**config.mk**
```make
export PLATFORM = sky130hd
export DESIGN_NAME = cover_unit
export DESIGN_NICKNAME = d
export VERILOG_FILES = /design/src/design/laser_pkg.sv /design/src/design/cover_unit.sv
export SDC_FILE = /design/constraint.sdc
export NUM_CORES = 1
export LEC_CHECK = 0
export ABC_AREA = 0
export ABC_CLOCK_PERIOD_IN_PS = 17880
export BUFFER_PORTS_ARGS = -buffer_cell sky130_fd_sc_hd__buf_2
export CORE_ASPECT_RATIO = 0.6
export CORE_UTILIZATION = 40
export DETAILED_ROUTE_END_ITERATION = 12
export GPL_ROUTABILITY_DRIVEN = 0
export SYNTH_ARGS = -nofsm -noshare
export SYNTH_HDL_FRONTEND = slang
export SYNTH_SLANG_ARGS = --single-unit
```
**constraint.sdc**
```tcl
create_clock -name vclk -period 17.88
set_input_delay 5.364 -clock vclk [all_inputs]
set_output_delay 5.364 -clock vclk [all_outputs]
set_load 0.005 [all_outputs]
```
**src/design/laser_pkg.sv**
```systemverilog
package laser_pkg;

    // Grid coordinate, 0 to 15 on either axis
    typedef logic [3:0] coord_t;

    typedef struct packed {
        coord_t x;
        coord_t y;
    } point_t;

    // Hit count, wide enough for the full point set
    typedef logic [5:0] count_t;

    typedef enum logic [1:0] {
        IDLE   = 2'd0,
        READ   = 2'd1,
        SCAN   = 2'd2,
        FINISH = 2'd3
    } state_t;

    // Controller strobes
    typedef struct packed {
        logic point_wr;
        logic scan_en;
        logic scan_clr;
    } ctrl_t;

    // Counter state shared by the store, the tracker and the FSM
    typedef struct packed {
        logic [5:0] wr_addr;
        logic       load_full;
        logic [1:0] group;
        logic       group_last;
        point_t     center;
    } scan_pos_t;

    // Squared spot radius
    localparam int RADIUS_SQ = 16;

endpackage
```
**src/design/cover_unit.sv**
```systemverilog
`timescale 1ns/1ps

module cover_unit #(
    parameter int LANES = 10
) (
    input  laser_pkg::point_t             center,
    input  laser_pkg::point_t [LANES-1:0] lanes,
    output laser_pkg::count_t             hits
);

    logic [LANES-1:0] in_disk;

    // Per-lane disk test, dx*dx + dy*dy against the squared radius
    always_comb begin
        logic [3:0] dx;
        logic [3:0] dy;
        logic [8:0] dist_sq;
        for (int i = 0; i < LANES; i++) begin
            if (lanes[i].x > center.x) begin
                dx = lanes[i].x - center.x;
            end else begin
                dx = center.x - lanes[i].x;
            end
            if (lanes[i].y > center.y) begin
                dy = lanes[i].y - center.y;
            end else begin
                dy = center.y - lanes[i].y;
            end
            dist_sq    = 9'(dx) * 9'(dx) + 9'(dy) * 9'(dy);
            in_disk[i] = (dist_sq <= 9'(laser_pkg::RADIUS_SQ));
        end
    end

    always_comb begin
        laser_pkg::count_t sum;
        sum = '0;
        for (int i = 0; i < LANES; i++) begin
            sum = sum + laser_pkg::count_t'(in_disk[i]);
        end
        hits = sum;
    end

endmodule

```
==> flow_metrics.env <==
export IMPL_fin_crit_sh_pct=101
export IMPL_synth_cells=1563
export IMPL_rsz0062_at_grt="yes"
export IMPL_place_hpwl_mm=31.4
export IMPL_grt_pass1_wl_mm=58.9
export IMPL_ir_worst_vdd_v=0.0000972
export IMPL_fin_setup_tns_ns=-0.472
export IMPL_dpl_worst_slack_ns=-0.654
export IMPL_vias_per_cell=4.99
export IMPL_seqCellArea_um2=0
export IMPL_max_cap_violations=0
export IMPL_core_area_um2=32500
export IMPL_worstMarginPinSlew_ns=0.910
export IMPL_drtIter0Drc=477
export IMPL_ys_warn_count=0
export IMPL_layout_drive_gt1_share_pct=27.2
export IMPL_clock_fmax_mhz=55.1
export IMPL_max_stage_delay_ns=0.58
export IMPL_yosysUniqueCellTypes=57
export IMPL_synth_avg_cell_area_um2=8.46
export IMPL_syn_area_um2=13200
export IMPL_io_buffers=92
export IMPL_drtPass1Iterations=5
export IMPL_leakagePower_nw=8.89
export IMPL_vias=11600
export IMPL_final_hold_violation_count=0
export IMPL_crit_path_end_kind="primary output"
export IMPL_cp_data_required_time_ns=12.52
export IMPL_grt_usage_pct=21.5
export IMPL_status="complete, but fails checks"
export IMPL_num_clock_buffers=0
export IMPL_slowest_stage="fa_2"
export IMPL_io_pin_count=94
export IMPL_worstPathArrival_ns=12.77
export IMPL_setup_viol=2
export IMPL_wl_per_cell_um=15.4
export IMPL_design_seq_count=0
export IMPL_worstPathMaxFanout=6
export IMPL_die_height_um=143
export IMPL_critical_path_class="in2out"
export IMPL_period_needed_ns=18.13
export IMPL_post_dp_cell_area_um2=16100
export IMPL_ant_nets=0
export IMPL_setup_ws_ns=-0.254
export IMPL_cp_top_family="adder cells"
export IMPL_nets=2448
export IMPL_area_delta_synth_final_pct=26.2
export IMPL_dieWidth_um=237
export IMPL_hold_path_class="in2out"
export IMPL_drcViolationCount=0
export IMPL_fp_dieArea_um2=33800
export IMPL_cp_start_kind="primary input"
export IMPL_cp_num_buf_inv=10
export IMPL_core_rowCount=51
export IMPL_ys_seq_area_share_pct=0
export IMPL_start_util_pct=40.7
export IMPL_dp_cells=2289
export IMPL_final_cells=2319
export IMPL_grt_max_degree=14
export IMPL_wirelength_mm=35.7
export IMPL_hold_buffers=0
export IMPL_power_total_mw=2.16
export IMPL_slew_headroom_pct=37.8
export IMPL_fillers=3036
export IMPL_overflow=0
export IMPL_design_area_um2=16700
export IMPL_grt_pass1_vias=11800
export IMPL_power_density_nw_per_um2=129
export IMPL_antenna_found_initial=6
export IMPL_slew_viol_final=0
export IMPL_violations="negative setup slack"
path summary, 6_finish.rpt:
path | from | endpoint | cells past startpoint
worst min-delay path | lanes[16] | hits[0] | 6
worst max-delay path | center[0] | hits[1] | 29
per-layer routing:
layer / vias up / share of wire (%) / GRT usage, %
met5: - / 0 / 0
met4: 0 / 1.7 / 3.73
met3: 35 / 3.4 / 1.53
met2: 199 / 45 / 36.3
met1: 5461 / 50 / 30.5
li1: 5879 / - / -
placed cells by master, fill, tap and decap left out, types with 11 or more instances in the layout:
cell,synthesis,layout
inv_1,306,294
mux2i_1,73,64
a21oi_1,100,94
o21ai_0,38,32
a21o_1,27,27
and3_1,11,11
fa_2,0,18
ha_2,0,11
nand3b_1,25,25
nand3_1,13,11
xor2_1,20,19
mux2_2,29,28
nor2_1,129,126
o21bai_1,20,20
fa_1,156,138
a211oi_1,16,12
nor3_1,16,15
ha_1,312,291
nor2b_1,29,29
a31oi_1,17,12
nand2b_1,11,11
buf_2,12,87
nand2_1,71,71
buf_4,4,248
or2_2,26,21
cell type report:
type                            count  area (um^2)  share of cell area [%]
Antenna cell                        5         12.5                  0.0750
Inverter                          306         1160                    6.97
Multi-Input combinational cell   1235        12400                    74.5
Tap cell                          424          531                    3.18
Timing Repair Buffer              349         2550                    15.3
power breakdown:
group | switching [mW] | leakage (nW) | total, mW | internal, mW
sequential | 0 | 0 | 0 | 0
clock | 0 | 0.0000317 | 0.0000000376 | 0.0000000376
combinational | 1.12 | 8.89 | 2.16 | 1.04
Yosys cell counts, types with 4 or more instances:
| cell type | number | share of area [%] |
|---|---|---|
| mux2i_1 | 73 | 5.5 |
| buf_6 | 5 | 0.43 |
| xor2_1 | 20 | 1.3 |
| nor3_1 | 16 | 0.61 |
| nor2_1 | 129 | 3.7 |
| and4_1 | 7 | 0.46 |
| nand2_1 | 71 | 2.0 |
| fa_1 | 156 | 24 |
| and3_1 | 11 | 0.52 |
| o311ai_0 | 4 | 0.26 |
| inv_1 | 306 | 8.7 |
| a21o_1 | 27 | 1.5 |
| and2_1 | 7 | 0.33 |
| buf_2 | 12 | 0.45 |
| or2_2 | 26 | 1.2 |
| ha_1 | 312 | 30 |
| nand3b_1 | 25 | 1.4 |
| nor2b_1 | 29 | 1.4 |
| a211oi_1 | 16 | 0.91 |
| nand2b_1 | 11 | 0.52 |
| o21bai_1 | 20 | 1.1 |
| nand3_1 | 13 | 0.49 |
| a21oi_1 | 100 | 3.8 |
| a2111oi_0 | 5 | 0.33 |
| o21ai_0 | 38 | 1.4 |
| a31oi_1 | 17 | 0.80 |
| a211o_1 | 4 | 0.26 |
| nor4_1 | 8 | 0.38 |
| xnor2_1 | 9 | 0.60 |
| buf_4 | 4 | 0.23 |
| a211oi_2 | 6 | 0.57 |
| o21a_1 | 5 | 0.28 |
| mux2_2 | 29 | 2.5 |
cell families after synthesis:
logic type	after synthesis	share of synthesized area, %
AND/OR/NAND/NOR	367	14.0
AO/OA/AOI/OAI	267	13.1
buffers and inverters	329	9.85
XOR/XNOR	29	1.92
adder cells (fa/ha/maj)	468	53.1
multiplexers	102	7.99
other	1	0.0283
metrics by stage:
| stage | utilization (%) | hold slack, ns |
|---|---|---|
| 2_1_floorplan | - | 11.40 |
| 3_5_place_dp | 49.6 | 11.76 |
| 3_3_place_gp | 49.6 | 11.76 |
| 5_1_grt | 51.4 | 11.82 |
| 6_report | 51.4 | 11.76 |
| 4_1_cts | 50.4 | 11.76 |
timing repair:
| item | 4_1_cts | 5_1_grt |
|---|---|---|
| pin swaps | 29 | 35 |
| setup endpoints to repair | 4 | 4 |
| resized for setup | 28 | 61 |
| setup buffers | 18 | 8 |
Note: power is estimated with default switching activity, not from simulation.
