==> config.mk <==
export PLATFORM = sky130hd
export DESIGN_NAME = best_tracker
export DESIGN_NICKNAME = d
export VERILOG_FILES = /design/src/design/laser_pkg.sv /design/src/design/best_tracker.sv
export SDC_FILE = /design/constraint.sdc
export NUM_CORES = 1
export LEC_CHECK = 0
export CORE_MARGIN = 4
export CORE_UTILIZATION = 38
export CTS_CLUSTER_DIAMETER = 120
export DETAILED_ROUTE_END_ITERATION = 12
export DONT_BUFFER_PORTS = 1
export GPL_TIMING_DRIVEN = 0
export HOLD_SLACK_MARGIN = 0.06
export PLACE_DENSITY = 0.63
export REMOVE_ABC_BUFFERS = 1
export SLEW_MARGIN = 5
export SYNTH_ARGS = -nofsm -noshare
export SYNTH_HDL_FRONTEND = slang
export SYNTH_SLANG_ARGS = --single-unit
==> constraint.sdc <==
create_clock -name CLK -period 3.3 [get_ports CLK]
set_clock_uncertainty 0.2 [all_clocks]
set_input_delay 0.33 -clock CLK [delete_from_list [all_inputs] [get_ports CLK]]
set_output_delay 0.33 -clock CLK [all_outputs]
set_load 0.02 [all_outputs]
==> src/design/laser_pkg.sv <==
package laser_pkg;

    // Grid coordinate, 0 to 15 on either axis
    typedef logic [3:0] coord_t;

    typedef struct packed {
        coord_t x;
        coord_t y;
    } point_t;

    // Hit count, wide enough for the full point set
    typedef logic [5:0] count_t;

    typedef enum logic [1:0] {
        IDLE   = 2'd0,
        READ   = 2'd1,
        SCAN   = 2'd2,
        FINISH = 2'd3
    } state_t;

    // Controller strobes
    typedef struct packed {
        logic point_wr;
        logic scan_en;
        logic scan_clr;
    } ctrl_t;

    // Counter state shared by the store, the tracker and the FSM
    typedef struct packed {
        logic [5:0] wr_addr;
        logic       load_full;
        logic [1:0] group;
        logic       group_last;
        point_t     center;
    } scan_pos_t;

    // Squared spot radius
    localparam int RADIUS_SQ = 16;

endpackage
==> src/design/best_tracker.sv <==
`timescale 1ns/1ps

module best_tracker (
    input  logic               CLK,
    input  logic               RST,
    input  laser_pkg::ctrl_t   ctrl,
    input  logic               group_last,
    input  laser_pkg::point_t  center,
    input  laser_pkg::count_t  hits,
    output laser_pkg::coord_t  C1X,
    output laser_pkg::coord_t  C1Y
);

    laser_pkg::count_t acc;
    laser_pkg::count_t best;
    laser_pkg::count_t total;

    // Candidate total including the group in flight
    assign total = acc + hits;

    always_ff @(posedge CLK or posedge RST) begin
        if (RST) begin
            acc <= '0;
        end else if (ctrl.scan_clr) begin
            acc <= '0;
        end else if (ctrl.scan_en) begin
            acc <= group_last ? '0 : total;
        end
    end

    // Greater or equal, so the later center wins a tie
    always_ff @(posedge CLK or posedge RST) begin
        if (RST) begin
            best <= '0;
        end else if (ctrl.scan_clr) begin
            best <= '0;
        end else if (ctrl.scan_en && group_last && (total >= best)) begin
            best <= total;
        end
    end

    // Result holds through IDLE and READ until the next scan
    always_ff @(posedge CLK or posedge RST) begin
        if (RST) begin
            C1X <= '0;
            C1Y <= '0;
        end else if (ctrl.scan_en && group_last && (total >= best)) begin
            C1X <= center.x;
            C1Y <= center.y;
        end
    end

endmodule

==> impl_metrics.toml, run 1 <==
[run_status]
run_status = "complete, no violations"

[power]
power_density_mw_per_mm2 = 572
power.leakage_nw = 0.673
power_frac_comb_pct = 26.1
power_w = 0.000812
intPower_w = 0.000543
power.switching_w = 0.000269
p_clk_share_pct = 24.4
seqPwrFrac_pct = 49.5
switching_share_pct = 33.2
peakVddDrop_mv = 0.437

[clock_tree]
cts_buffers = 3
cts_tree = "done"
cts.sinks = 20
clockRootBuffer = "clkbuf_4"
clk_path_buf_depth = 2
cts_max_level = 1
clkLatencyLatePin_ns = 0.30
cts.clk_slew.worst_paths_ns = 0.11

[floorplanning]
die_area_sq_mm = 0.00412
ios = 28
fp.dieW_um = 64.2
initial_core_util_pct = 39.6
rows = 20
die_y_um = 64.2
core-area_sq_mm = 0.00303

[detailed_routing]
ant_nets = 0
wl_per_cell_um = 12.5
drt_iter0_drc = 34
viasPerCell = 4.88
vias = 819
dr.pass1.iters = 4
wirelength_um = 2110
drc = 0

[logic_synthesis]
ys_types = 30
synth-seq-area-share_pct = 41.8
synth_top_area_share_pct = 41.8
synthTopCellsByCount = "20 x dfrtp_1, 11 x ha_1, 10 x nor2_1, 9 x inv_1, 7 x a21oi_1"
ys_ff_latch = 20
syn_area_sq_mm = 0.00120
synth_top_cells_by_area = "dfrtp_1 42%, ha_1 11%, mux2_2 5.6%"
synth_cells = 109
async_flop_share_pct = 100
synth_edf_count = 0
syn_area_per_cell_sq_um = 11.0
yosys.area.top_type = "dfrtp_1"
yosysWarningCount = 0
synth_most_common_cell = "dfrtp_1"
synth_ff_type = "dfrtp_1"

[critical_path]
reg2reg_depth = 11
max_stage_delay_ns = 0.41
cp.required_ns = 3.30
setup.worst_path.start_class = "flop"
reg2reg_slack_ns = 0.25
cp_max_fo = 8
r2r_start = "acc[0]"
cp_top_family = "adder cells"
timing.rr.end = "C1Y[2]"
cp_cell_sequence = "ha_1, fa_1, a21o_1, a21oi_1, xnor2_1, ha_1, nand2_1, nor2_1, a31oi_4, buf_4, mux2_2"
cp.arrival_ns = 3.05
crit_buf_inv = 1
worstSetupStartpoint = "acc[0]"
criticalPathCategory = "reg -> reg"
cp-end-kind = "flop"
cp-endpoint = "C1Y[2]"
crit_cells = 11
cpMaxStageDelayCell = "fa_1"
cp_common_cell = "ha_1"

[layout]
ff_latch_area_sq_um = 500
multi_input_area_sq_um = 643
drive_gt1_share_pct = 20.2
area_growth_pct = 18.5
n_fill_cell = 299
num-nets-final = 157
n_antenna_cell = 0

[flow_run]
maxCapViolations = 0

[sta]
fmax_mhz = 327
slew-limit-headroom_pct = 49.4
setup_ws_ns = 0.246
final_max_slew_viol_count = 0
min_period_ns = 3.05
finalCritPeriodShare_pct = 92.6
hold_violations = 0
rsz0062_at_grt = "false"
tightestPinTransition_ns = 0.759
setup_viol = 0

[grt]
antenna_found_initial = 0
grt_use_total_pct = 11.8
grt_overflow = 0
grt_pass1_vias = 915
grt_max_degree = 21
grt_pass1_wl_um = 3890

[place]
hpwlAfterDp_um = 1520
io_buffers = 0
pre_cts_ws_ns = -0.0333
gp_congestion = 0.758

[min_path]
min_path_type = "in -> reg"
kinds of logic (layout without fill, tap and decap cells):
kind of cell | count (synthesis) | after routing | share of synthesized area [%]
simple gates | 26 | 26 | 10.6
compound gates | 22 | 22 | 13.8
flops | 20 | 20 | 41.8
fa+ha+maj | 12 | 12 | 13.2
mux | 12 | 12 | 11.5
buf+inv | 12 | 27 | 5.53
xor+xnor | 5 | 5 | 3.65
power groups by stage:
stage	clock network, W	logic (W)	registers (W)
finish	0.000198	0.000212	0.000402
global route	0.000215	0.000240	0.000414
CTS	0.000206	0.000213	0.000405
detailed placement	0	0.000193	0.000408
global placement	0	0.000184	0.000408
floorplan	0	0.000167	0.000397
worst min-delay path by stage:
stage                 start  endpoint  cells past startpoint
finish              ctrl[1]    acc[2]                      3
global route        ctrl[1]    acc[2]                      3
CTS                 ctrl[1]    acc[0]                      3
detailed placement  ctrl[0]   best[2]                      1
global placement        RST    C1Y[3]                      1
floorplan               RST    C1X[0]                      1
state kept, by name, summed over array words and instances (netlist names):
name  flops
acc       6
C1X       4
best      6
C1Y       4
per-layer routing:
| layer | share of wire, % | GRT usage, % | vias to the layer above |
|---|---|---|---|
| met3 | 9.3 | 5.27 | 0 |
| met1 | 46 | 15.5 | 386 |
| met4 | 0 | 0.792 | 0 |
| li1 | - | - | 402 |
| met2 | 45 | 18.8 | 31 |
| met5 | 0 | 0 | - |
final cells by class:
cell class	instances	area share, %
clock inverter	1	2.11
clock buffer	3	1.59
tap	44	3.88
timing repair buffer	14	9.52
multi-input combinational	77	45.3
sequential	20	35.2
inverter	9	2.38
metrics by stage:
step                cell area (sq um)  util [%]  std cells  setup TNS [ns]  hold WS [ns]
detailed placement               1220      40.3        150          -0.184         0.192
global placement                 1220      40.3        150               0         0.191
global route                     1420      46.9        168               0         0.167
CTS                              1410      46.5        168               0         0.153
floorplan                        1170         -        106               0        0.0938
finish                           1420      46.9        168               0         0.156
worst min-delay path, cell delays in order:
cell and delay (ns):
and2b_1 0.14, a21oi_1 0.07, nor2_1 0.08
cell usage in the layout (no fill, tap or decap), drive strengths merged, types with 3 or more instances in the layout:
master and instances:
a21o 3, a21oi 11, clkbuf 3, dfrtp 20, dlygate4sd3 12, ha 11
inv 9, mux2 8, mux2i 4, nand2 5, nor2 11, nor2b 4
o21ai 4, xnor2 4
timing repair:
action | 4_1_cts | 5_1_grt
setup buffers | 2 | 0
hold endpoints to repair | 40 | 0
resized for setup | 0 | 2
pin swaps | 0 | 0
hold buffers | 12 | 0
setup endpoints to repair | 6 | 6
No activity file was read; power rests on OpenSTA's default activity.
==> run 2, diff against run 1 <==
--- a/config.mk
+++ b/config.mk
@@ -8,6 +8,7 @@
 export CORE_MARGIN = 4
 export CORE_UTILIZATION = 38
 export CTS_CLUSTER_DIAMETER = 120
+export CTS_CLUSTER_SIZE = 14
 export DETAILED_ROUTE_END_ITERATION = 12
 export DONT_BUFFER_PORTS = 1
 export GPL_TIMING_DRIVEN = 0
==> constraint.sdc (replaced) <==
create_clock -name CLK -period 3.3 [get_ports CLK]
set_clock_uncertainty 0.2 [all_clocks]
set_input_delay 0 -clock CLK [delete_from_list [all_inputs] [get_ports CLK]]
set_output_delay 0 -clock CLK [all_outputs]
set_load 0.02 [all_outputs]
==> run 2 against run 1 <==
  * Power increased by 1.7%
  * Die area unchanged
  * Wire length is 3.5% higher
  * Highest routed layer unchanged
  * Non-clock buffer count is 9 higher
  * Cell count is 5.4% higher
==> impl_metrics.toml, run 2 (synthesis gave the netlist of run 1 again) <==
[sta]
setup_viol = 0
fmax_mhz = 327
hold_violations = 0
finalCritPeriodShare_pct = 92.7
final_max_slew_viol_count = 0
slew-limit-headroom_pct = 49.4
setup_ws_ns = 0.242
rsz0062_at_grt = "false"
tightestPinTransition_ns = 0.758
fin_hold_ws_ns = 0.0598
min_period_ns = 3.06

[min_path]
min_path_type = "in -> async"

[clock_tree]
cts_buffers = 3
clockRootBuffer = "clkbuf_4"
clk_path_buf_depth = 2
cts_tree = "done"
cts.clk_slew.worst_paths_ns = 0.11
cts_max_level = 1
clkLatencyLatePin_ns = 0.30
cts.sinks = 20

[floorplanning]
initial_core_util_pct = 39.6
core-area_sq_mm = 0.00303
die_y_um = 64.2
die_area_sq_mm = 0.00412
ios = 28
rows = 20
fp.dieW_um = 64.2

[critical_path]
cp-end-kind = "flop"
cp_cell_sequence = "ha_1, fa_1, a21o_1, a21oi_1, xnor2_1, ha_1, nand2_1, nor2_1, a31oi_4, buf_4, mux2_2"
cp_max_fo = 8
max_stage_delay_ns = 0.41
cp-endpoint = "C1Y[2]"
reg2reg_slack_ns = 0.24
worstSetupStartpoint = "acc[0]"
r2r_start = "acc[0]"
crit_buf_inv = 1
cp_top_family = "adder cells"
setup.worst_path.start_class = "flop"
cpMaxStageDelayCell = "fa_1"
criticalPathCategory = "reg -> reg"
cp_common_cell = "ha_1"
timing.rr.end = "C1Y[2]"
cp.required_ns = 3.30
cp.arrival_ns = 3.06
reg2reg_depth = 11
crit_cells = 11

[grt]
grt_pass1_wl_um = 4020
grt_overflow = 0
grt_use_total_pct = 12.1
antenna_found_initial = 0
grt_max_degree = 21
grt_pass1_vias = 960

[layout]
final_common_cell = "dlygate4sd3_1"
num-nets-final = 166
final_cell_mix = "21 x dlygate4sd3_1, 20 x dfrtp_1, 11 x ha_1"
area_growth_pct = 26.0
ff_latch_area_sq_um = 500
stdcell_area_sq_mm = 0.00151
multi_input_area_sq_um = 643
n_fill_cell = 289
drive_gt1_share_pct = 18.8
reg_top3 = "acc x6, best x6"
n_antenna_cell = 0
instances_no_fill = 177

[place]
pre_cts_ws_ns = -0.0333
io_buffers = 0
dp.cells = 150
hpwlAfterDp_um = 1520
dpl_cell_area_sq_mm = 0.00122
gp_congestion = 0.758

[detailed_routing]
wirelength_um = 2180
ant_nets = 0
vias = 854
wl_per_cell_um = 12.3
dr.pass1.iters = 4
drt_iter0_drc = 27
viasPerCell = 4.82
drc = 0

[power]
power_density_mw_per_mm2 = 547
peakVddDrop_mv = 0.440
power.leakage_nw = 0.707

[run_status]
run_status = "complete, no violations"

[flow_run]
maxCapViolations = 0
## run 2: cell types whose count changed in the layout (fill, tap and decap cells not counted)
cell,change
dlygate4sd3_1,+9
## run 2: layout make-up
cell class / instances / share of cell area (%)
clock buffers: 3 / 1.49
clock inverters: 1 / 1.99
inverters: 9 / 2.24
multi-input cells: 77 / 42.6
flip-flops and latches: 20 / 33.1
well taps: 44 / 3.65
repair buffers: 23 / 14.9
## run 2: through the flow
step	setup TNS [ns]	utilization, %	power, W
global route	0	49.9	0.000883
global placement	0	40.3	0.000592
CTS	0	49.5	0.000836
finish	0	49.9	0.000826
floorplan	0	-	0.000564
detailed placement	-0.184	40.3	0.000601
## run 2: layer usage
layer | routed length [um] | up-vias | part of all wire [%] | GRT usage [%]
met1 | 972 | 403 | 45 | 15.5
met2 | 999 | 33 | 46 | 20.0
li1 | - | 418 | - | -
met3 | 206 | 0 | 9.5 | 5.10
met4 | 0 | 0 | 0 | 0.792
met5 | 0 | - | 0 | 0
## run 2: worst min-delay path by stage
stage | end | slack, ns | depth (start not counted)
floorplan | C1X[0] | -0.24 | 1
global placement | C1Y[3] | -0.14 | 1
detailed placement | best[2] | -0.14 | 1
CTS | C1Y[3] | 0.08 | 2
global route | C1X[1] | 0.12 | 2
finish | best[1] | 0.06 | 2
## run 2: repair_timing
action	4_1_cts	5_1_grt
endpoints found under the hold margin	40	0
setup buffers	2	0
resized for setup	0	2
hold buffers	21	0
endpoints found under the setup margin	6	6
## run 2: power breakdown
| part | internal (W) | switching, W | leakage [nW] |
|---|---|---|---|
| Clock | 0.000123 | 0.0000760 | 0.0279 |
| Sequential | 0.000304 | 0.0000981 | 0.258 |
| Combinational | 0.000125 | 0.0000993 | 0.421 |
