<file path="config.mk">
export PLATFORM = sky130hd
export DESIGN_NAME = laser_ctrl
export DESIGN_NICKNAME = d
export VERILOG_FILES = /design/src/design/laser_pkg.sv /design/src/design/laser_ctrl.sv
export SDC_FILE = /design/constraint.sdc
export NUM_CORES = 1
export LEC_CHECK = 0
export ABC_AREA = 1
export ABC_CLOCK_PERIOD_IN_PS = 1000
export BUFFER_PORTS_ARGS = -buffer_cell sky130_fd_sc_hd__buf_2
export CELL_PAD_IN_SITES_DETAIL_PLACEMENT = 2
export CELL_PAD_IN_SITES_GLOBAL_PLACEMENT = 2
export CORE_AREA = 2 2 39 41
export DETAILED_ROUTE_END_ITERATION = 6
export DIE_AREA = 0 0 41 43
export PLACE_DENSITY = 0.64
export SETUP_SLACK_MARGIN = 0.3
export SYNTH_ARGS = -nofsm -noshare
export SYNTH_HDL_FRONTEND = slang
export SYNTH_SLANG_ARGS = --single-unit
</file>
<file path="constraint.sdc">
create_clock -name CLK -period 1 [get_ports CLK]
set_input_delay 0.15 -clock CLK [delete_from_list [all_inputs] [get_ports CLK]]
set_output_delay 0.15 -clock CLK [all_outputs]
set_load 0.02 [all_outputs]
</file>
<file path="src/design/laser_pkg.sv">
package laser_pkg;

    // Grid coordinate, 0 to 15 on either axis
    typedef logic [3:0] coord_t;

    typedef struct packed {
        coord_t x;
        coord_t y;
    } point_t;

    // Hit count, wide enough for the full point set
    typedef logic [5:0] count_t;

    typedef enum logic [1:0] {
        IDLE   = 2'd0,
        READ   = 2'd1,
        SCAN   = 2'd2,
        FINISH = 2'd3
    } state_t;

    // Controller strobes
    typedef struct packed {
        logic point_wr;
        logic scan_en;
        logic scan_clr;
    } ctrl_t;

    // Counter state shared by the store, the tracker and the FSM
    typedef struct packed {
        logic [5:0] wr_addr;
        logic       load_full;
        logic [1:0] group;
        logic       group_last;
        point_t     center;
    } scan_pos_t;

    // Squared spot radius
    localparam int RADIUS_SQ = 16;

endpackage
</file>
<file path="src/design/laser_ctrl.sv">
`timescale 1ns/1ps

module laser_ctrl (
    input  logic              CLK,
    input  logic              RST,
    input  logic              valid,
    input  logic              load_full,
    input  logic              group_last,
    input  logic              center_last,
    output laser_pkg::ctrl_t  ctrl,
    output logic              DONE
);

    laser_pkg::state_t state;
    laser_pkg::state_t state_nxt;

    always_ff @(posedge CLK or posedge RST) begin
        if (RST) begin
            state <= laser_pkg::IDLE;
        end else begin
            state <= state_nxt;
        end
    end

    always_comb begin
        state_nxt = state;
        case (state)
            laser_pkg::IDLE: begin
                state_nxt = laser_pkg::READ;
            end
            laser_pkg::READ: begin
                if (load_full) begin
                    state_nxt = laser_pkg::SCAN;
                end
            end
            laser_pkg::SCAN: begin
                // Last group of the last center closes the scan
                if (group_last && center_last) begin
                    state_nxt = laser_pkg::FINISH;
                end
            end
            default: begin
                state_nxt = laser_pkg::IDLE;
            end
        endcase
    end

    always_comb begin
        ctrl.point_wr = (state == laser_pkg::READ) && valid;
        ctrl.scan_en  = (state == laser_pkg::SCAN);
        ctrl.scan_clr = (state == laser_pkg::IDLE);
    end

    // One cycle pulse after FINISH
    always_ff @(posedge CLK or posedge RST) begin
        if (RST) begin
            DONE <= 1'b0;
        end else begin
            DONE <= (state == laser_pkg::FINISH);
        end
    end

endmodule

</file>
==> metrics.yaml, run 1 <==
grt_util_all_layers_pct: 9.11
wire_per_inst_um: 9.81
insertedDiodeCount: 0
numClockSinks: 3
area_growth_pct: 115
crit_slowest_cell: "dfrtp_2"
cp.arrival_ns: 1.08
drtIter0Drc: 0
yosysSeqAreaShare_pct: 36.4
path_cells: "buf_4 -> ha_4 -> buf_6"
grt_pass1_wl_mm: 1.07
io_buffers: 9
placed_cell_area_um2: 322
clkLatencyLatePin_ns: 0.24
max_slew_margin_pct: 91.3
peakVddDrop_mv: 1.31
grt_setup_unrepaired: "true"
fin_tns_setup_ns: -0.857
worst_pin_slew_ns: 0.131
grt_max_degree: 5
stdcell_area_um2: 443
cp_max_fo: 3
netlist_instances: 26
grt_pass1_vias: 272
netlist_area_um2: 206
violations: "negative setup slack"
synth_area_leader_cell: "dfrtp_1"
timing.fmax_mhz: 813
yosys_warnings: 0
drc: 0
drive_above_1_share_pct: 68.1
hold_start: "load_full"
synth_cell_types: 6
avgSynthCellArea_um2: 7.94
finalHoldViolCount: 0
io_pins: 10
dieArea_mm2: 0.00176
dr.pass1.iters: 1
r2r-start: "state[0]"
path_class: "reg2out"
cp.required_ns: 0.85
synth_nets: 36
grt_antenna_before_repair: 0
vias_per_cell: 3.73
fin_worst_skew_ns: 0.00654
slowest_delay_ns: 0.41
nets: 58
yosys-top-cells-area: "dfrtp_1 36%, ha_1 24%, inv_1 13%"
p_sw_w: 0.000600
num_rows: 14
combinationalPowerShare_pct: 67.5
die_y_um: 43
internal_power_w: 0.000885
power_leakage_nw: 0.237
start_util_pct: 14.9
sequentialPowerShare_pct: 17.7
htree_levels: 1
start_kind: "flop"
n_fill_cell: 159
die_w_um: 41
wl_um: 618
ctsRootBufferMaster: "clkbuf_4"
grt-ovfl-total: 0
cts.clk_slew.worst_paths_ns: 0.04
clockPowerShare_pct: 14.9
maxCapViolCount: 0
coreArea_mm2: 0.00138
startpoint: "state[1]"
hp-class: "in2reg"
cts_buffers: 3
switching_share_pct: 40.4
gp_congestion: 0.698
power_density_mw_per_mm2: 3350
synth.top_cell.area_share_pct: 36.4
hold_ws_ns: 0.301
final_cell_mix: "6 x nand2_1, 6 x buf_6, 5 x buf_2, 5 x buf_4, 4 x inv_1"
ys_ff_latch: 3
period_needed_ns: 1.23
dpl.hpwl_um: 437
setup_slack_ns: -0.230
route.vias.total: 235
antenna_left: 0
finalSetupViolCount: 6
clockBufferDepth: 2
min_period_over_period_pct: 123
cts_tree: "built"
slew_violations: 0
outcome: "finished with violations"
worst_setup_path_end_kind: "output pin"
## final timing paths
check / cells past startpoint / endpoint / slack (ns)
max in group asynchronous: 3 / state[1] / 0.51
max reg2reg: 6 / state[0] / -0.09
min reg2reg: 2 / state[0] / 0.58
min in group asynchronous: 3 / DONE / 0.33
min: 5 / state[0] / 0.30
max: 3 / ctrl[1] / -0.23
## cell usage after synthesis
master   n
ha_1     4
nand3_1  2
dfrtp_1  3
nand2_1  7
nand2_2  3
inv_1    7
## through the flow
stage / setup slack [ns] / utilization (%) / power (W) / cells
final: -0.230 / 32.0 / 0.00149 / 63
after global routing: -0.275 / 32.0 / 0.00164 / 63
after CTS: -0.254 / 29.7 / 0.00141 / 62
after detailed placement: -0.121 / 23.2 / 0.000949 / 54
after global placement: -0.114 / 23.2 / 0.000931 / 54
after floorplan: 0.0181 / - / 0.000720 / 26
## area by class of cell
class	count	area (um^2)	share of cell area (%)
multi-input cells	16	153	34.5
repair buffers	17	140	31.6
flip-flops and latches	3	77.6	17.5
clock buffers	4	26.3	5.93
inverters	7	26.3	5.93
well taps	16	20.0	4.52
## cells by family (layout without fill, tap and decap cells)
logic type / count (synthesis) / after routing / synth area share (%)
buf+inv: 7 / 28 / 12.7
simple gates: 12 / 12 / 26.7
flops: 3 / 3 / 36.4
fa+ha+maj: 4 / 4 / 24.2
## worst max-delay path, delay by kind of cell (launching register included)
family | cells | cell delay [ns]
adders and majority gates | 1 | 0.16
buffers and inverters | 2 | 0.28
DFF | 1 | 0.41
## state kept, by name, indices dropped and copies added, names as in the netlist
register	flops
state	2
DONE	1
## power by group through the flow
stage                     combinational, W  sequential [W]  clock, W
after global placement            0.000671        0.000260         0
after detailed placement          0.000690        0.000259         0
after global routing               0.00112        0.000275  0.000246
final                              0.00100        0.000262  0.000221
after CTS                         0.000921        0.000253  0.000233
after floorplan                   0.000455        0.000265         0
## repair_timing
item,4_1_cts,5_1_grt
setup endpoints to repair,7,7
hold buffers,1,0
gates resized for setup,10,6
setup buffers,3,1
pin swaps,5,1
gates cloned,0,0
endpoints found under the hold margin,3,0
## routing by layer
metal / GRT usage (%) / vias to the layer above / wire length (um)
met5: 0 / - / 0
met4: 6.00 / 0 / 0
met3: 1.57 / 0 / 37
met2: 14.7 / 7 / 351
met1: 10.2 / 111 / 229
li1: - / 117 / -
Power figures use the tool's default switching activity.
==> run 2, diff against run 1 <==
Settings changed: SETUP_SLACK_MARGIN 0.3 to 0.02.
==> metrics.yaml, run 2 (synthesis results as in run 1) <==
start_kind: "flop"
clockBufferDepth: 2
n_fill_cell: 165
grt_pass1_vias: 250
critPathTopFamily: "flip-flops"
dpl_worst_slack_ns: -0.0775
io_pins: 10
crit_slowest_cell: "dfrtp_1"
route.vias.total: 223
htree_levels: 1
grt_pass1_wl_um: 910
io_buffers: 9
grt_util_all_layers_pct: 7.59
num_rows: 14
clkLatencyLatePin_ns: 0.23
numClockSinks: 3
cp_max_fo: 3
grt_setup_unrepaired: "true"
area_growth_pct: 92.7
critical_path.n_buffers_inverters: 2
gp_congestion: 0.635
start_util_pct: 14.9
outcome: "finished with violations"
dieArea_mm2: 0.00176
grt-ovfl-total: 0
slowest_delay_ns: 0.41
period_needed_ns: 1.25
cp.required_ns: 0.85
drtIter0Drc: 1
drc: 0
worst_pin_slew_ns: 0.141
timing.fmax_mhz: 800
r2r-start: "state[1]"
startpoint: "state[1]"
grt_max_degree: 4
cp.arrival_ns: 1.10
fin_tns_setup_ns: -0.826
insertedDiodeCount: 0
power_density_mw_per_mm2: 3260
hp-class: "in2reg"
drive_above_1_share_pct: 61.4
cpMostUsedCell: "buf_4"
path_class: "reg2out"
largest_reg_flops: 2
power_leakage_nw: 0.215
grt_antenna_before_repair: 0
wl_um: 526
postCtsSetupBuffers: 0
worst_setup_path_end_kind: "output pin"
top_regs: "state (2), DONE (1)"
hold_start: "load_full"
min_period_over_period_pct: 125
fin_worst_skew_ns: 0.00270
maxCapViolCount: 0
wire_per_inst_um: 8.77
die_w_um: 41
finalSetupViolCount: 5
violations: "negative setup slack"
coreArea_mm2: 0.00138
dpl.hpwl_um: 429
top_register: "state"
slew_violations: 0
cts.clk_slew.worst_paths_ns: 0.04
peakVddDrop_mv: 1.14
vias_per_cell: 3.72
finalHoldViolCount: 0
cts_buffers: 3
final_cell_mix: "6 x nand2_1, 6 x buf_2, 4 x nand2_2, 4 x inv_1, 4 x buf_4"
antenna_left: 0
ctsRootBufferMaster: "clkbuf_4"
dr.pass1.iters: 2
max_slew_margin_pct: 90.6
nets: 55
cts_tree: "built"
fin_util_pct: 28.8
setup_slack_ns: -0.249
die_y_um: 43
path_cells: "buf_4 -> ha_4 -> buf_4"
[run 2: final timing paths]
| kind | to | slack (ns) | cells past startpoint |
|---|---|---|---|
| max | ctrl[1] | -0.25 | 3 |
| min | state[0] | 0.27 | 5 |
| max reg2reg | state[0] | -0.07 | 6 |
| min reg2reg | state[1] | 0.66 | 3 |
| max in group asynchronous | state[0] | 0.51 | 3 |
| min in group asynchronous | DONE | 0.34 | 3 |
[run 2: layer usage]
layer | part of all wire (%) | vias to the layer above | GRT usage, % | wire length, um
met5 | 0 | - | 0 | 0
met4 | 0 | 0 | 8.00 | 0
met3 | 6.7 | 0 | 0 | 35
met2 | 53 | 7 | 12.2 | 281
met1 | 40 | 106 | 7.91 | 210
li1 | - | 110 | - | -
[run 2: report_power, final]
group	internal (W)	switching (W)	total (W)
Combinational	0.000418	0.000414	0.000832
Clock	0.000150	0.0000638	0.000213
Sequential	0.000189	0.0000642	0.000253
[run 2: repair_timing]
action,CTS,global route
hold buffers,1,0
setup endpoints to repair,5,5
pin swaps,0,1
hold endpoints to repair,3,0
gates resized for setup,8,1
gates cloned,0,0
[run 2: per-stage QoR]
| stage | instance area, um^2 | cells | hold WS, ns | total power [W] |
|---|---|---|---|---|
| floorplan | 234 | 26 | -0.0964 | 0.000720 |
| global placement | 329 | 55 | 0.0143 | 0.000960 |
| detailed placement | 329 | 55 | 0.0254 | 0.000974 |
| CTS | 394 | 60 | 0.277 | 0.00133 |
| global route | 398 | 60 | 0.319 | 0.00144 |
| finish | 398 | 60 | 0.271 | 0.00130 |
[run 2: cell type report]
type	instances	area, um^2	area share (%)
Timing Repair Buffer	14	104	26.1
Sequential cell	3	76.3	19.2
Clock buffer	4	26.3	6.60
Tap cell	16	20.0	5.03
Multi-Input combinational cell	16	145	36.5
Inverter	7	26.3	6.60
[run 2: worst min-delay path, cell delays in order]
cell and delay, ns:
buf_2 0.07, inv_1 0.04, nand2_2 0.07, nand3_1 0.08
nand2_1 0.06
==> run 3, diff against run 2 <==
--- a/constraint.sdc
+++ b/constraint.sdc
@@ -3,2 +3,2 @@
 set_output_delay 0.15 -clock CLK [all_outputs]
-set_load 0.02 [all_outputs]
+set_load 0.01 [all_outputs]
==> metrics.yaml, run 3 (synthesis results as in run 1) <==
drc: 0
reg2reg_depth: 6
min_period_over_period_pct: 122
hp-class: "in2reg"
worst_pin_slew_ns: 0.135
finalSetupViolCount: 5
hold_end: "state[1]"
start_util_pct: 14.9
max_slew_margin_pct: 91.0
maxCapViolCount: 0
drive_above_1_share_pct: 63.6
outcome: "finished with violations"
grt-ovfl-total: 0
total_power_w: 0.00127
grt_pass1_wl_um: 910
ff2ff_setup_slack_ns: -0.07
wl_met3_um: 16
power_density_mw_per_mm2: 3160
power_leakage_nw: 0.218
timing.fmax_mhz: 818
n_fill_cell: 166
stdcell_area_um2: 403
setup_slack_ns: -0.222
numClockSinks: 3
cts.clk_slew.worst_paths_ns: 0.04
clockBufferDepth: 2
crit_slowest_cell: "dfrtp_1"
violations: "negative setup slack"
fin_tns_setup_ns: -0.748
dr_wl_met2_um: 300
r2r-start: "state[1]"
regArea_um2: 76.3
die_w_um: 41
rr_endpoint: "state[1]"
clkLatencyLatePin_ns: 0.23
hold_start: "center_last"
route.vias.total: 216
cp_max_fo: 3
top_register: "state"
largest_reg_flops: 2
period_needed_ns: 1.22
highest_layer: "met4"
final_cell_mix: "7 x buf_2, 6 x nand2_1, 4 x nand2_2, 4 x inv_1"
die_y_um: 43
wire_per_inst_um: 9.00
antenna_left: 0
cp.required_ns: 0.85
fin_util_pct: 29.1
cts_buffers: 3
path_cells: "buf_4 -> ha_4 -> buf_2"
dpl_worst_slack_ns: -0.0548
wl_um: 540
finalHoldViolCount: 0
nets: 55
io_buffers: 9
grt_antenna_before_repair: 0
slowest_delay_ns: 0.39
dieArea_mm2: 0.00176
worst_setup_path_end_kind: "output pin"
io_pins: 10
grt_max_degree: 4
min_path_cells: 5
insertedDiodeCount: 0
num_rows: 14
dpl.hpwl_um: 425
top_regs: "state (2), DONE (1)"
wl_met1_um: 204
slew_violations: 0
coreArea_mm2: 0.00138
cts_tree: "built"
peakVddDrop_mv: 0.879
vias_per_cell: 3.60
ctsRootBufferMaster: "clkbuf_4"
multiInputGateArea_um2: 150
path_class: "reg2out"
grt_util_all_layers_pct: 7.89
drtIter0Drc: 0
final_common_cell: "buf_2"
placed_cell_area_um2: 309
fin_worst_skew_ns: 0.0000796
grt_pass1_vias: 252
area_growth_pct: 95.2
dr.pass1.iters: 1
htree_levels: 1
grt_setup_unrepaired: "true"
gp_congestion: 0.641
cp.arrival_ns: 1.07
start_kind: "flop"
==> run 3: cell types whose count changed in the layout (fill, tap and decap cells not counted) <==
cell / change
nand3_2: +1
inv_2: -1
nand3_1: -1
inv_4: +1
buf_4: -1
buf_2: +1
==> run 3: worst max-delay path by stage <==
stage	start	to	slack [ns]	depth (start not counted)
4_1_cts	state[1]	ctrl[1]	-0.23	3
2_1_floorplan	state[1]	state[1]	0.02	4
6_report	state[1]	ctrl[1]	-0.22	3
3_5_place_dp	state[1]	state[1]	-0.05	6
5_1_grt	state[1]	ctrl[1]	-0.26	3
3_3_place_gp	state[1]	ctrl[2]	-0.05	5
==> run 3: metrics by stage <==
| step | hold slack, ns | instances |
|---|---|---|
| after floorplan | -0.0964 | 26 |
| after global placement | 0.0148 | 53 |
| after detailed placement | 0.0226 | 53 |
| after CTS | 0.276 | 59 |
| after global routing | 0.321 | 60 |
| final | 0.272 | 60 |
==> run 3: metal layers <==
layer  GRT usage [%]  vias to the layer above
li1                -                      109
met1            7.59                       99
met2            13.4                        6
met3               0                        2
met4            8.00                        0
met5               0                        -
==> run 3: layout make-up <==
type	instances	area share, %
Clock buffer	4	6.52
Multi-Input combinational cell	16	37.3
Sequential cell	3	18.9
Inverter	7	7.14
Timing Repair Buffer	14	25.2
Tap cell	16	4.97
==> run 3: power by group <==
| part | switching [W] | total [W] | internal, W | leakage, nW |
|---|---|---|---|---|
| Clock | 0.0000649 | 0.000215 | 0.000150 | 0.0150 |
| Combinational | 0.000375 | 0.000806 | 0.000431 | 0.166 |
| Sequential | 0.0000621 | 0.000252 | 0.000190 | 0.0361 |
==> run 3: repair_timing <==
item,4_1_cts,5_1_grt
setup buffers,1,1
gates resized for setup,6,4
hold buffers,1,0
endpoints found under the hold margin,3,0
pin swaps,0,1
endpoints found under the setup margin,5,6
==> run 3: critical path: cells and delay by family, from the launching register on <==
kind,cells,cell delay [ns]
buffers and inverters,2,0.29
adder cells (fa/ha/maj),1,0.16
flip-flops,1,0.39
