$ cat config.mk
export PLATFORM = sky130hd
export DESIGN_NAME = scan_counter
export DESIGN_NICKNAME = d
export VERILOG_FILES = /design/src/design/laser_pkg.sv /design/src/design/scan_counter.sv
export SDC_FILE = /design/constraint.sdc
export NUM_CORES = 1
export LEC_CHECK = 0
export BUFFER_PORTS_ARGS = -buffer_cell sky130_fd_sc_hd__buf_2
export CAP_MARGIN = 20
export CORE_MARGIN = 2
export CORE_UTILIZATION = 45
export CTS_CLUSTER_SIZE = 20
export DETAILED_ROUTE_END_ITERATION = 10
export GPL_TIMING_DRIVEN = 0
export MAX_ROUTING_LAYER = met4
export PLACE_DENSITY = 0.79
export SLEW_MARGIN = 0
export SYNTH_ARGS = -nofsm -noshare
export SYNTH_HDL_FRONTEND = slang
export SYNTH_SLANG_ARGS = --single-unit
export TNS_END_PERCENT = 50
$ cat constraint.sdc
create_clock -name CLK -period 3.27 [get_ports CLK]
set_input_delay 0.4905 -clock CLK [delete_from_list [all_inputs] [get_ports CLK]]
set_output_delay 0.4905 -clock CLK [all_outputs]
set_load 0.01 [all_outputs]
$ cat src/design/laser_pkg.sv
package laser_pkg;

    // Grid coordinate, 0 to 15 on either axis
    typedef logic [3:0] coord_t;

    typedef struct packed {
        coord_t x;
        coord_t y;
    } point_t;

    // Hit count, wide enough for the full point set
    typedef logic [5:0] count_t;

    typedef enum logic [1:0] {
        IDLE   = 2'd0,
        READ   = 2'd1,
        SCAN   = 2'd2,
        FINISH = 2'd3
    } state_t;

    // Controller strobes
    typedef struct packed {
        logic point_wr;
        logic scan_en;
        logic scan_clr;
    } ctrl_t;

    // Counter state shared by the store, the tracker and the FSM
    typedef struct packed {
        logic [5:0] wr_addr;
        logic       load_full;
        logic [1:0] group;
        logic       group_last;
        point_t     center;
    } scan_pos_t;

    // Squared spot radius
    localparam int RADIUS_SQ = 16;

endpackage
$ cat src/design/scan_counter.sv
`timescale 1ns/1ps

module scan_counter #(
    parameter int N_POINTS = 40,
    parameter int LANES    = 10
) (
    input  logic                  CLK,
    input  logic                  RST,
    input  laser_pkg::ctrl_t      ctrl,
    output laser_pkg::scan_pos_t  pos,
    output logic                  center_last
);

    localparam int GROUPS = N_POINTS / LANES;

    logic [5:0]        wr_addr;
    logic [1:0]        group;
    laser_pkg::point_t center;
    logic              load_full;
    logic              group_last;

    assign load_full   = (wr_addr == 6'(N_POINTS));
    assign group_last  = (group == 2'(GROUPS - 1));
    assign center_last = (center.x == 4'd15) && (center.y == 4'd15);

    // Load address, wraps once the set is complete
    always_ff @(posedge CLK or posedge RST) begin
        if (RST) begin
            wr_addr <= '0;
        end else if (ctrl.scan_clr || load_full) begin
            wr_addr <= '0;
        end else if (ctrl.point_wr) begin
            wr_addr <= wr_addr + 6'd1;
        end
    end

    always_ff @(posedge CLK or posedge RST) begin
        if (RST) begin
            group <= '0;
        end else if (ctrl.scan_clr) begin
            group <= '0;
        end else if (ctrl.scan_en) begin
            group <= group_last ? 2'd0 : group + 2'd1;
        end
    end

    // x runs fastest, y is the outer loop
    always_ff @(posedge CLK or posedge RST) begin
        if (RST) begin
            center <= '0;
        end else if (ctrl.scan_clr) begin
            center <= '0;
        end else if (ctrl.scan_en && group_last) begin
            center.x <= center.x + 4'd1;
            if (center.x == 4'd15) begin
                center.y <= center.y + 4'd1;
            end
        end
    end

    always_comb begin
        pos.wr_addr    = wr_addr;
        pos.load_full  = load_full;
        pos.group      = group;
        pos.group_last = group_last;
        pos.center     = center;
    end

endmodule

==> results of run 1 <==
-- kinds of logic (layout without fill, tap and decap cells) --
kind of cell	count (synthesis)	after routing	synth area share (%)
muxes	3	3	3.60
buffers and inverters	7	32	4.50
and+or+nand+nor	34	34	21.0
DFF	16	16	48.0
adders and majority gates	5	5	7.51
xor gates and xnor gates	7	7	7.36
AOI/OAI and AO/OA	12	12	7.96
-- state kept, by name, summed over array words and instances (netlist names) --
| signal | cells |
|---|---|
| group | 2 |
| pos | 8 |
| wr_addr | 6 |
-- Yosys cell counts --
master,count
a21oi_1,5
mux2i_1,3
a21oi_2,1
clkbuf_1,1
inv_1,3
dfrtp_1,16
nand3_1,5
nand4_2,1
nor2_1,12
nand2_2,1
xor2_1,5
o21ai_0,5
nand4b_1,1
o21bai_1,1
ha_1,5
xnor2_1,2
nand4_1,3
nand2b_1,2
buf_4,3
or3_1,5
nand2_1,4
-- power groups by stage --
stage,registers [uW],clock network (uW),logic [uW]
after floorplan,215,0,21.9
after global placement,213,0,36.6
after detailed placement,213,0,37.8
after CTS,209,102,38.0
after global routing,211,115,42.6
final,209,97.3,37.1
-- layout make-up --
| type | count | area (sq um) |
|---|---|---|
| inverter | 3 | 11.3 |
| tap | 25 | 31.3 |
| fill | 176 | 729 |
| sequential | 16 | 400 |
| timing repair buffer | 22 | 110 |
| multi-input combinational | 61 | 395 |
| buffer | 4 | 26.3 |
| clock buffer | 3 | 22.5 |
-- metrics by stage --
stage	power [uW]	std cells	hold slack (ns)
detailed placement	251	131	0.571
global route	368	134	0.305
finish	344	134	0.266
floorplan	237	84	0.404
CTS	349	134	0.288
global placement	249	131	0.532
-- worst paths after layout --
path,slack [ns],end,depth (start not counted)
hold reg to reg,0.58,group[1]$_DFFE_PP0P_,2
max in group asynchronous,2.62,pos[5]$_DFFE_PP0P_,2
hold / removal,0.27,pos[4]$_DFFE_PP0P_,2
setup reg to reg,1.81,wr_addr[1]$_DFFE_PP0P_,5
setup / recovery,1.38,pos[11],6
min in group CLK,0.49,pos[1]$_DFFE_PP0P_,3
-- metal layers --
layer	vias to the layer above	part of all wire (%)	routed length, microns
li1	337	-	-
met1	334	44	682
met2	24	51	784
met3	0	5.3	82
met4	0	0	0
met5	-	0	0
-- worst register-to-register path, cell delays in order, from the launching register on --
cell and delay (ns):
dfrtp_1 0.45, inv_1 0.08, ha_1 0.14, nand4b_1 0.12, o21bai_1 0.44, nor2_1 0.11
==> results_dict.tcl, run 1 <==
set metrics [dict create \
    crit_chain "inv_1, ha_1, nand4b_1, nor2_1, buf_4, buf_2" \
    startpoint_type "register" \
    critPathRequiredTime_ns 2.78 \
    cts_hold_buf 0 \
    antenna_left 0 \
    crit_path_end_kind "output port" \
    syn-cell-area_sq_um 833 \
    die_area_sq_mm 0.00221 \
    insertion_delay_ns 0.27 \
    critical_path_arrival_ns 1.40 \
    wl_per_cell_microns 11.6 \
    use_met3_pct 4.62 \
    numCtsBuffers 3 \
    clkPwrFrac_pct 28.3 \
    io_buffers 22 \
    dpl_worst_slack_ns 1.69 \
    ctsLongestPathBuffers 2 \
    hpwl_microns 1200 \
    tightest_slew_ns 0.589 \
    cts.sinks 16 \
    grt_util_all_layers_pct 17.1 \
    synth_area_per_cell_sq_um 9.92 \
    power_density_mw_per_mm2 344 \
    drc 0 \
    hold_viol 0 \
    synth_top_area_share_pct 48.0 \
    busiest_layer "met2" \
    coreArea_sq_mm 0.00173 \
    cp_top_family "flip-flops" \
    die_w_microns 47.0 \
    final_core_util_pct 57.8 \
    setup_slack_ns 1.38 \
    gp_congestion 0.785 \
    max_freq_ghz 0.529 \
    antenna_found_initial 0 \
    synth_cell_types 21 \
    met1_usage_pct 21.7 \
    yosysSeqAreaShare_pct 48.0 \
    seq_power_share_pct 60.9 \
    p_leak_uw 0.000507 \
    r2r_start "wr_addr[0]$_DFFE_PP0P_" \
    clkTransAtPathRegs_ns 0.09 \
    outcome "complete, no violations" \
    netSwitchingFraction_pct 24.1 \
    combPwrFrac_pct 10.8 \
    viasPerCell 5.19 \
    netlist_instances 84 \
    final.setup.tns_ns 0 \
    cts_setup_buffers 0 \
    start_util_pct 48.3 \
    path_class "register to output port" \
    globalRouteMet2Util_pct 26.8 \
    drt_pass1_iterations 6 \
    skew_ns 0.00464 \
    fin_crit_ns 1.89 \
    drt-total-wl_microns 1550 \
    slew_headroom_pct 60.7 \
    yosysTopAreaCell "dfrtp_1" \
    path_buf_inv 3 \
    final_cell_area_sq_um 997 \
    overflow 0 \
    drv_slew 0 \
    cts_root_buf "clkbuf_4" \
    antenna_cells 0 \
    synthTopCellsByArea "dfrtp_1, ha_1, nor2_1, xor2_1, or3_1" \
    min_path_type "primary input to asynchronous set/reset pin" \
    drive_above_1_share_pct 28.4 \
    fin_nets 121 \
    p_int_uw 261 \
    vias 695 \
    finalSetupViolCount 0 \
    drt_iter0_drc 14 \
    syn_to_final_growth_pct 19.7 \
    irDropWorstVdd_mv 0.224 \
    io_pins 24 \
    cts_tree "done" \
    rows 15 \
    grt_pass1_wl_microns 2550 \
    cp_slowest_stage_delay_ns 0.45 \
    cts_max_level 1 \
    cp_max_fo 5 \
    rsz0062_at_grt "false" \
    syn_nets 94 \
    postPlaceCellArea_sq_um 975 \
    slowest_stage "dfrtp_1" \
    power.switching_uw 82.8 \
    grt_max_degree 17 \
    die_height_microns 47.0 \
    layout_common_cells "buf_2, dfrtp_1, nor2_1" \
    min_period_over_period_pct 57.8 \
    drv_cap 0 \
    synth_seq_cells 16 \
    startpoint "wr_addr[0]$_DFFE_PP0P_" \
    final_common_cell "buf_2" \
    yosysWarningCount 0 \
    grt_pass1_vias 587 \
    cts_resized 0 \
]
(Power assumes the default switching activity.)
==> run 2: changes to the inputs <==
--- a/config.mk
+++ b/config.mk
@@ -5,6 +5,7 @@
 export SDC_FILE = /design/constraint.sdc
 export NUM_CORES = 1
 export LEC_CHECK = 0
+export ABC_AREA = 1
 export BUFFER_PORTS_ARGS = -buffer_cell sky130_fd_sc_hd__buf_2
 export CAP_MARGIN = 20
 export CORE_MARGIN = 2
@@ -13,7 +14,7 @@
 export DETAILED_ROUTE_END_ITERATION = 10
 export GPL_TIMING_DRIVEN = 0
 export MAX_ROUTING_LAYER = met4
-export PLACE_DENSITY = 0.79
+export PLACE_DENSITY = 0.78
 export SLEW_MARGIN = 0
 export SYNTH_ARGS = -nofsm -noshare
 export SYNTH_HDL_FRONTEND = slang
==> constraint.sdc (replaced) <==
create_clock -name CLK -period 1.75 [get_ports CLK]
set_input_delay 0.2625 -clock CLK [delete_from_list [all_inputs] [get_ports CLK]]
set_output_delay 0.2625 -clock CLK [all_outputs]
set_load 0.01 [all_outputs]
==> run 2 against run 1 <==
Compared with the run above: non-clock buffer count increased by 1; clock-buffer cell count unchanged; die area increased by 8.5%; routed wire length increased by 9.6%; flip-flop and latch count unchanged; setup slack got worse by 1.3 ns; via count increased by 15%.
==> results_dict.tcl, run 2 <==
set metrics [dict create \
    slowest_stage "dfrtp_1" \
    slew_headroom_pct 58.4 \
    startpoint "wr_addr[0]$_DFFE_PP0P_" \
    busiest_layer "met2" \
    gp_congestion 0.811 \
    coreArea_sq_mm 0.00194 \
    io_buffers 22 \
    r2r_slack_ns 0.55 \
    insertion_delay_ns 0.28 \
    cts_root_buf "clkbuf_4" \
    combPwrFrac_pct 12.1 \
    largest_reg_flops 8 \
    fillCellCount 200 \
    multi_input_area_sq_um 428 \
    start_util_pct 46.9 \
    layout_common_cells "nand2_1, buf_2, inv_1, nor2_1, dfrtp_1" \
    syn-cell-area_sq_um 911 \
    min_path_type "primary input to asynchronous set/reset pin" \
    cp_slowest_stage_delay_ns 0.41 \
    netlist_instances 114 \
    io_pins 24 \
    cp_max_fo 3 \
    viasPerCell 4.74 \
    drive_above_1_share_pct 27.0 \
    cp_top_family "flip-flops" \
    drt-total-wl_microns 1700 \
    seq_power_share_pct 59.2 \
    die_height_microns 49.0 \
    yosysSeqAreaShare_pct 44.0 \
    regArea_sq_um 400 \
    irDropWorstVdd_mv 0.419 \
    rsz0062_at_grt "false" \
    finalSetupViolCount 0 \
    skew_ns 0.000334 \
    hpwl_microns 1320 \
    netSwitchingFraction_pct 24.8 \
    grt_max_degree 17 \
    antenna_cells 0 \
    cts_tree "done" \
    overflow 0 \
    hold_viol 0 \
    p_int_uw 489 \
    synth-main-ff-cell "dfrtp_1" \
    grt_util_all_layers_pct 16.9 \
    vias 796 \
    synth_seq_cells 16 \
    clkPwrFrac_pct 28.6 \
    syn_to_final_growth_pct 20.7 \
    die_w_microns 49.0 \
    crit_path_end_kind "output port" \
    yosysMostFrequentCell "nand2_1" \
    critical_path_arrival_ns 1.36 \
    cts.sinks 16 \
    antenna_found_initial 0 \
    grt_pass1_vias 751 \
    ctsLongestPathBuffers 2 \
    final.setup.tns_ns 0 \
    r2r_start "pos[5]$_DFFE_PP0P_" \
    path_class "register to output port" \
    drv_cap 0 \
    cts_hold_buf 0 \
    synthTopCellsByArea "dfrtp_1, nand2_1, inv_1, nor2_1, ha_1" \
    drt_pass1_iterations 4 \
    rr_worst_depth 6 \
    antenna_left 0 \
    yosys-top-cells-count "nand2_1, inv_1, nor2_1" \
    min_period_over_period_pct 92.8 \
    globalRouteMet2Util_pct 26.5 \
    fin_nets 153 \
    outcome "complete, no violations" \
    drc 0 \
    use_met3_pct 3.99 \
    dpl_worst_slack_ns 0.351 \
    timing.rr.end "pos[3]$_DFFE_PP0P_" \
    die_area_sq_mm 0.00240 \
    drv_slew 0 \
    fin_crit_ns 1.62 \
    synth_area_per_cell_sq_um 7.99 \
    setup_slack_ns 0.126 \
    grt_pass1_wl_microns 3020 \
    crit_chain "inv_1, ha_1, nand3_2, nor2_4, buf_4, buf_2" \
    power.switching_uw 162 \
    syn_nets 124 \
    p_leak_uw 0.000611 \
    tightest_slew_ns 0.624 \
    met1_usage_pct 18.7 \
    max_freq_ghz 0.616 \
    clkTransAtPathRegs_ns 0.08 \
    drt_iter0_drc 16 \
    synth-async-reset-ratio_pct 100 \
    wl_per_cell_microns 10.1 \
    rows 16 \
    critPathRequiredTime_ns 1.49 \
    cts_max_level 1 \
    numCtsBuffers 3 \
    synth_edf_count 0 \
    power_density_mw_per_mm2 592 \
    final_common_cell "nand2_1" \
    synth_top_area_share_pct 44.0 \
    holdWs_ns 0.0444 \
    path_buf_inv 3 \
    yosysWarningCount 0 \
    yosysTopAreaCell "dfrtp_1" \
    synth_cell_types 20 \
    startpoint_type "register" \
]
run 2: cell count changes after synthesis, sizes merged, moves of 2 or more:
cell    previous run  this run
nor3               0         2
nand2b             2         0
nand3              5         9
nand2              5        24
or3                5         0
nor2              12        20
xor2               5         3
inv                3        18
mux2i              3         0
run 2: area by class of cell:
class                   instances  share of cell area (%)
repair buffers                 24                    11.4
multi-input cells              77                    38.9
flip-flops and latches         16                    36.4
inverters                      18                    6.14
plain buffers                   3                    2.05
clock buffers                   3                    2.05
well taps                      27                    3.07
run 2: what timing repair did:
item | CTS | global route
gates resized for setup | 0 | 2
buffers inserted | 0 | 2
endpoints found under the hold margin | 0 | 0
setup endpoints to repair | 0 | 1
run 2: per-stage QoR:
| step | power [uW] | utilization [%] | cell area (sq um) | std cells |
|---|---|---|---|---|
| finish | 651 | 56.6 | 1100 | 168 |
| global route | 700 | 56.6 | 1100 | 168 |
| CTS | 653 | 55.5 | 1080 | 166 |
| detailed placement | 469 | 54.3 | 1050 | 163 |
| global placement | 466 | 54.3 | 1050 | 163 |
| floorplan | 443 | - | 911 | 114 |
run 2: how the worst max path moves through the flow:
stage                   end  slack [ns]  depth (start not counted)
finish              pos[11]        0.13                          6
CTS                 pos[11]        0.04                          6
detailed placement  pos[11]        0.35                          6
floorplan           pos[11]        0.47                          5
global route        pos[11]       0.007                          6
global placement    pos[11]        0.36                          6
run 2: cells by family (layout without fill, tap and decap cells):
| logic type | count (synthesis) | in the layout | synth area share (%) |
|---|---|---|---|
| adder cells (fa/ha/maj) | 5 | 5 | 6.87 |
| AND/OR/NAND/NOR | 58 | 58 | 29.5 |
| AO/OA/AOI/OAI | 10 | 10 | 5.91 |
| buffers and inverters | 21 | 48 | 9.89 |
| XOR/XNOR | 4 | 4 | 3.85 |
| flip-flops | 16 | 16 | 44.0 |
run 2: layer usage:
metal  up-vias  wire length, microns
met4         0                    40
met1       355                   774
met3         5                    54
met5         -                     0
met2        21                   827
li1        415                     -
run 2: power groups by stage:
| stage | logic, uW | registers [uW] | clock network, uW |
|---|---|---|---|
| global route | 91.6 | 388 | 220 |
| floorplan | 45.0 | 398 | 0 |
| finish | 78.9 | 386 | 187 |
| CTS | 74.8 | 387 | 191 |
| detailed placement | 74.4 | 394 | 0 |
| global placement | 72.4 | 394 | 0 |
==> run 3: changes to the inputs <==
--- a/config.mk
+++ b/config.mk
@@ -14,7 +14,8 @@
 export DETAILED_ROUTE_END_ITERATION = 10
 export GPL_TIMING_DRIVEN = 0
 export MAX_ROUTING_LAYER = met4
-export PLACE_DENSITY = 0.78
+export PLACE_DENSITY = 0.81
+export REMOVE_ABC_BUFFERS = 1
 export SLEW_MARGIN = 0
 export SYNTH_ARGS = -nofsm -noshare
 export SYNTH_HDL_FRONTEND = slang
==> constraint.sdc (replaced) <==
create_clock -name CLK -period 1.45 [get_ports CLK]
set_input_delay 0.2175 -clock CLK [delete_from_list [all_inputs] [get_ports CLK]]
set_output_delay 0.2175 -clock CLK [all_outputs]
set_load 0.01 [all_outputs]
==> run 3 against run 2 <==
Compared with the run above: the run now ends with negative hold slack left; core utilization grew 5.4 points; total power grew 34%; sequential share of layout area decreased by 3.2 points; first-iteration DRC count shrank 19%; setup slack got worse by 0.12 ns; clock power is 60% higher; combinational power rose by 34%; cell count increased by 4.8%.
==> results_dict.tcl, run 3 (synthesis gave the netlist of run 2 again) <==
set metrics [dict create \
    outcome "complete, but fails checks" \
    violations "negative hold slack" \
    cts_max_level 1 \
    wl_per_cell_microns 11.9 \
    grt_pass1_wl_microns 3310 \
    regArea_sq_um 400 \
    slew_headroom_pct 58.4 \
    grt_pass1_vias 803 \
    rows 16 \
    max_freq_ghz 0.693 \
    drt_pass1_iterations 4 \
    clkTransAtPathRegs_ns 0.10 \
    skew_ns 0.000875 \
    viasPerCell 4.91 \
    overflow 0 \
    crit_path_end_kind "output port" \
    io_buffers 23 \
    dr_wl_met2_microns 1140 \
    cts.sinks 16 \
    io_pins 24 \
    grt_max_degree 17 \
    ctsLongestPathBuffers 2 \
    antenna_found_initial 0 \
    antenna_left 0 \
    hpwl_microns 1400 \
    highest_layer "met4" \
    vias 864 \
    antenna_cells 0 \
    drive_above_1_share_pct 35.6 \
    start_util_pct 46.9 \
    coreArea_sq_mm 0.00194 \
    critPathRequiredTime_ns 1.23 \
    grt_util_all_layers_pct 18.3 \
    drv_slew 0 \
    wl_met1_microns 840 \
    irDropWorstVdd_mv 0.611 \
    holdWs_ns -0.00861 \
    drt-total-wl_microns 2090 \
    route.met3.wl_microns 97 \
    fin_crit_ns 1.44 \
    path_class "register to output port" \
    drv_cap 0 \
    drt_iter0_drc 13 \
    tightest_slew_ns 0.623 \
    die_height_microns 49.0 \
    final_common_cell "nand2_1" \
    power_density_mw_per_mm2 722 \
    min_period_over_period_pct 99.6 \
    finalSetupViolCount 0 \
    p_leak_uw 0.000652 \
    multi_input_area_sq_um 463 \
    layout_common_cells "nand2_1, buf_2, dfrtp_1, inv_1, nor2_1" \
    min_path_type "primary input to asynchronous set/reset pin" \
    syn_to_final_growth_pct 32.3 \
    rsz0062_at_grt "true" \
    cts_root_buf "clkbuf_4" \
    hold_viol 16 \
    final.setup.tns_ns 0 \
    insertion_delay_ns 0.28 \
    drc 0 \
    fin_nets 160 \
    numCtsBuffers 3 \
    startpoint_type "register" \
    gp_congestion 0.757 \
    cp_max_fo 2 \
    fillCellCount 183 \
    die_area_sq_mm 0.00240 \
    largest_reg_flops 8 \
    cts_tree "done" \
    die_w_microns 49.0 \
    critical_path_arrival_ns 1.23 \
]
[run 3: worst paths after layout]
kind / start / end / slack (ns) / cells after the start
worst max-delay path: wr_addr[1]$_DFFE_PP0P_ / pos[11] / 0.006 / 5
min in group CLK: ctrl[0] / group[0]$_DFFE_PP0P_ / 0.14 / 2
worst min register to register: pos[7]$_DFFE_PP0P_ / pos[7]$_DFFE_PP0P_ / 0.59 / 2
worst max register to register: wr_addr[0]$_DFFE_PP0P_ / wr_addr[4]$_DFFE_PP0P_ / 0.22 / 6
max in group asynchronous: RST / pos[0]$_DFFE_PP0P_ / 1.06 / 2
worst min-delay path: RST / pos[7]$_DFFE_PP0P_ / -0.009 / 2
[run 3: timing repair]
action,CTS,global route
setup buffers,7,4
hold buffers,0,0
resized for setup,6,6
pin swaps,3,3
endpoints found under the setup margin,2,2
[run 3: worst max-delay path: stages, from the launching register on]
cell     delay (ns)
dfrtp_1        0.40
inv_2          0.08
ha_4           0.14
nand3_4        0.08
nor2_4         0.12
buf_6          0.11
[run 3: layer usage]
layer	track usage, %	vias to the layer above
li1	-	427
met1	20.2	406
met2	33.3	29
met3	3.99	2
met4	4.29	0
met5	-	-
[run 3: area by class of cell]
class / instances / share of cell area [%]
clock buffers: 4 / 3.01
inverters: 18 / 5.61
multi-input cells: 77 / 38.4
flip-flops and latches: 16 / 33.2
well taps: 27 / 2.80
repair buffers: 34 / 16.9
[run 3: through the flow]
step	std cells	util (%)	cell area, sq um	power [uW]	setup WS, ns
2_1_floorplan	111	-	888	529	0.187
3_3_place_gp	161	53.4	1040	560	0.185
3_5_place_dp	161	53.4	1040	565	0.170
4_1_cts	172	59.0	1150	870	-0.0174
5_1_grt	176	62.0	1200	909	-0.0522
6_report	176	62.0	1200	870	0.00638
[run 3: power by group]
part           total, uW  internal (uW)  leakage, uW  switching (uW)
sequential           465            456     0.000220            9.01
combinational        106           41.2     0.000411            64.9
clock                299            153    0.0000210             146
total                870            650     0.000652             220
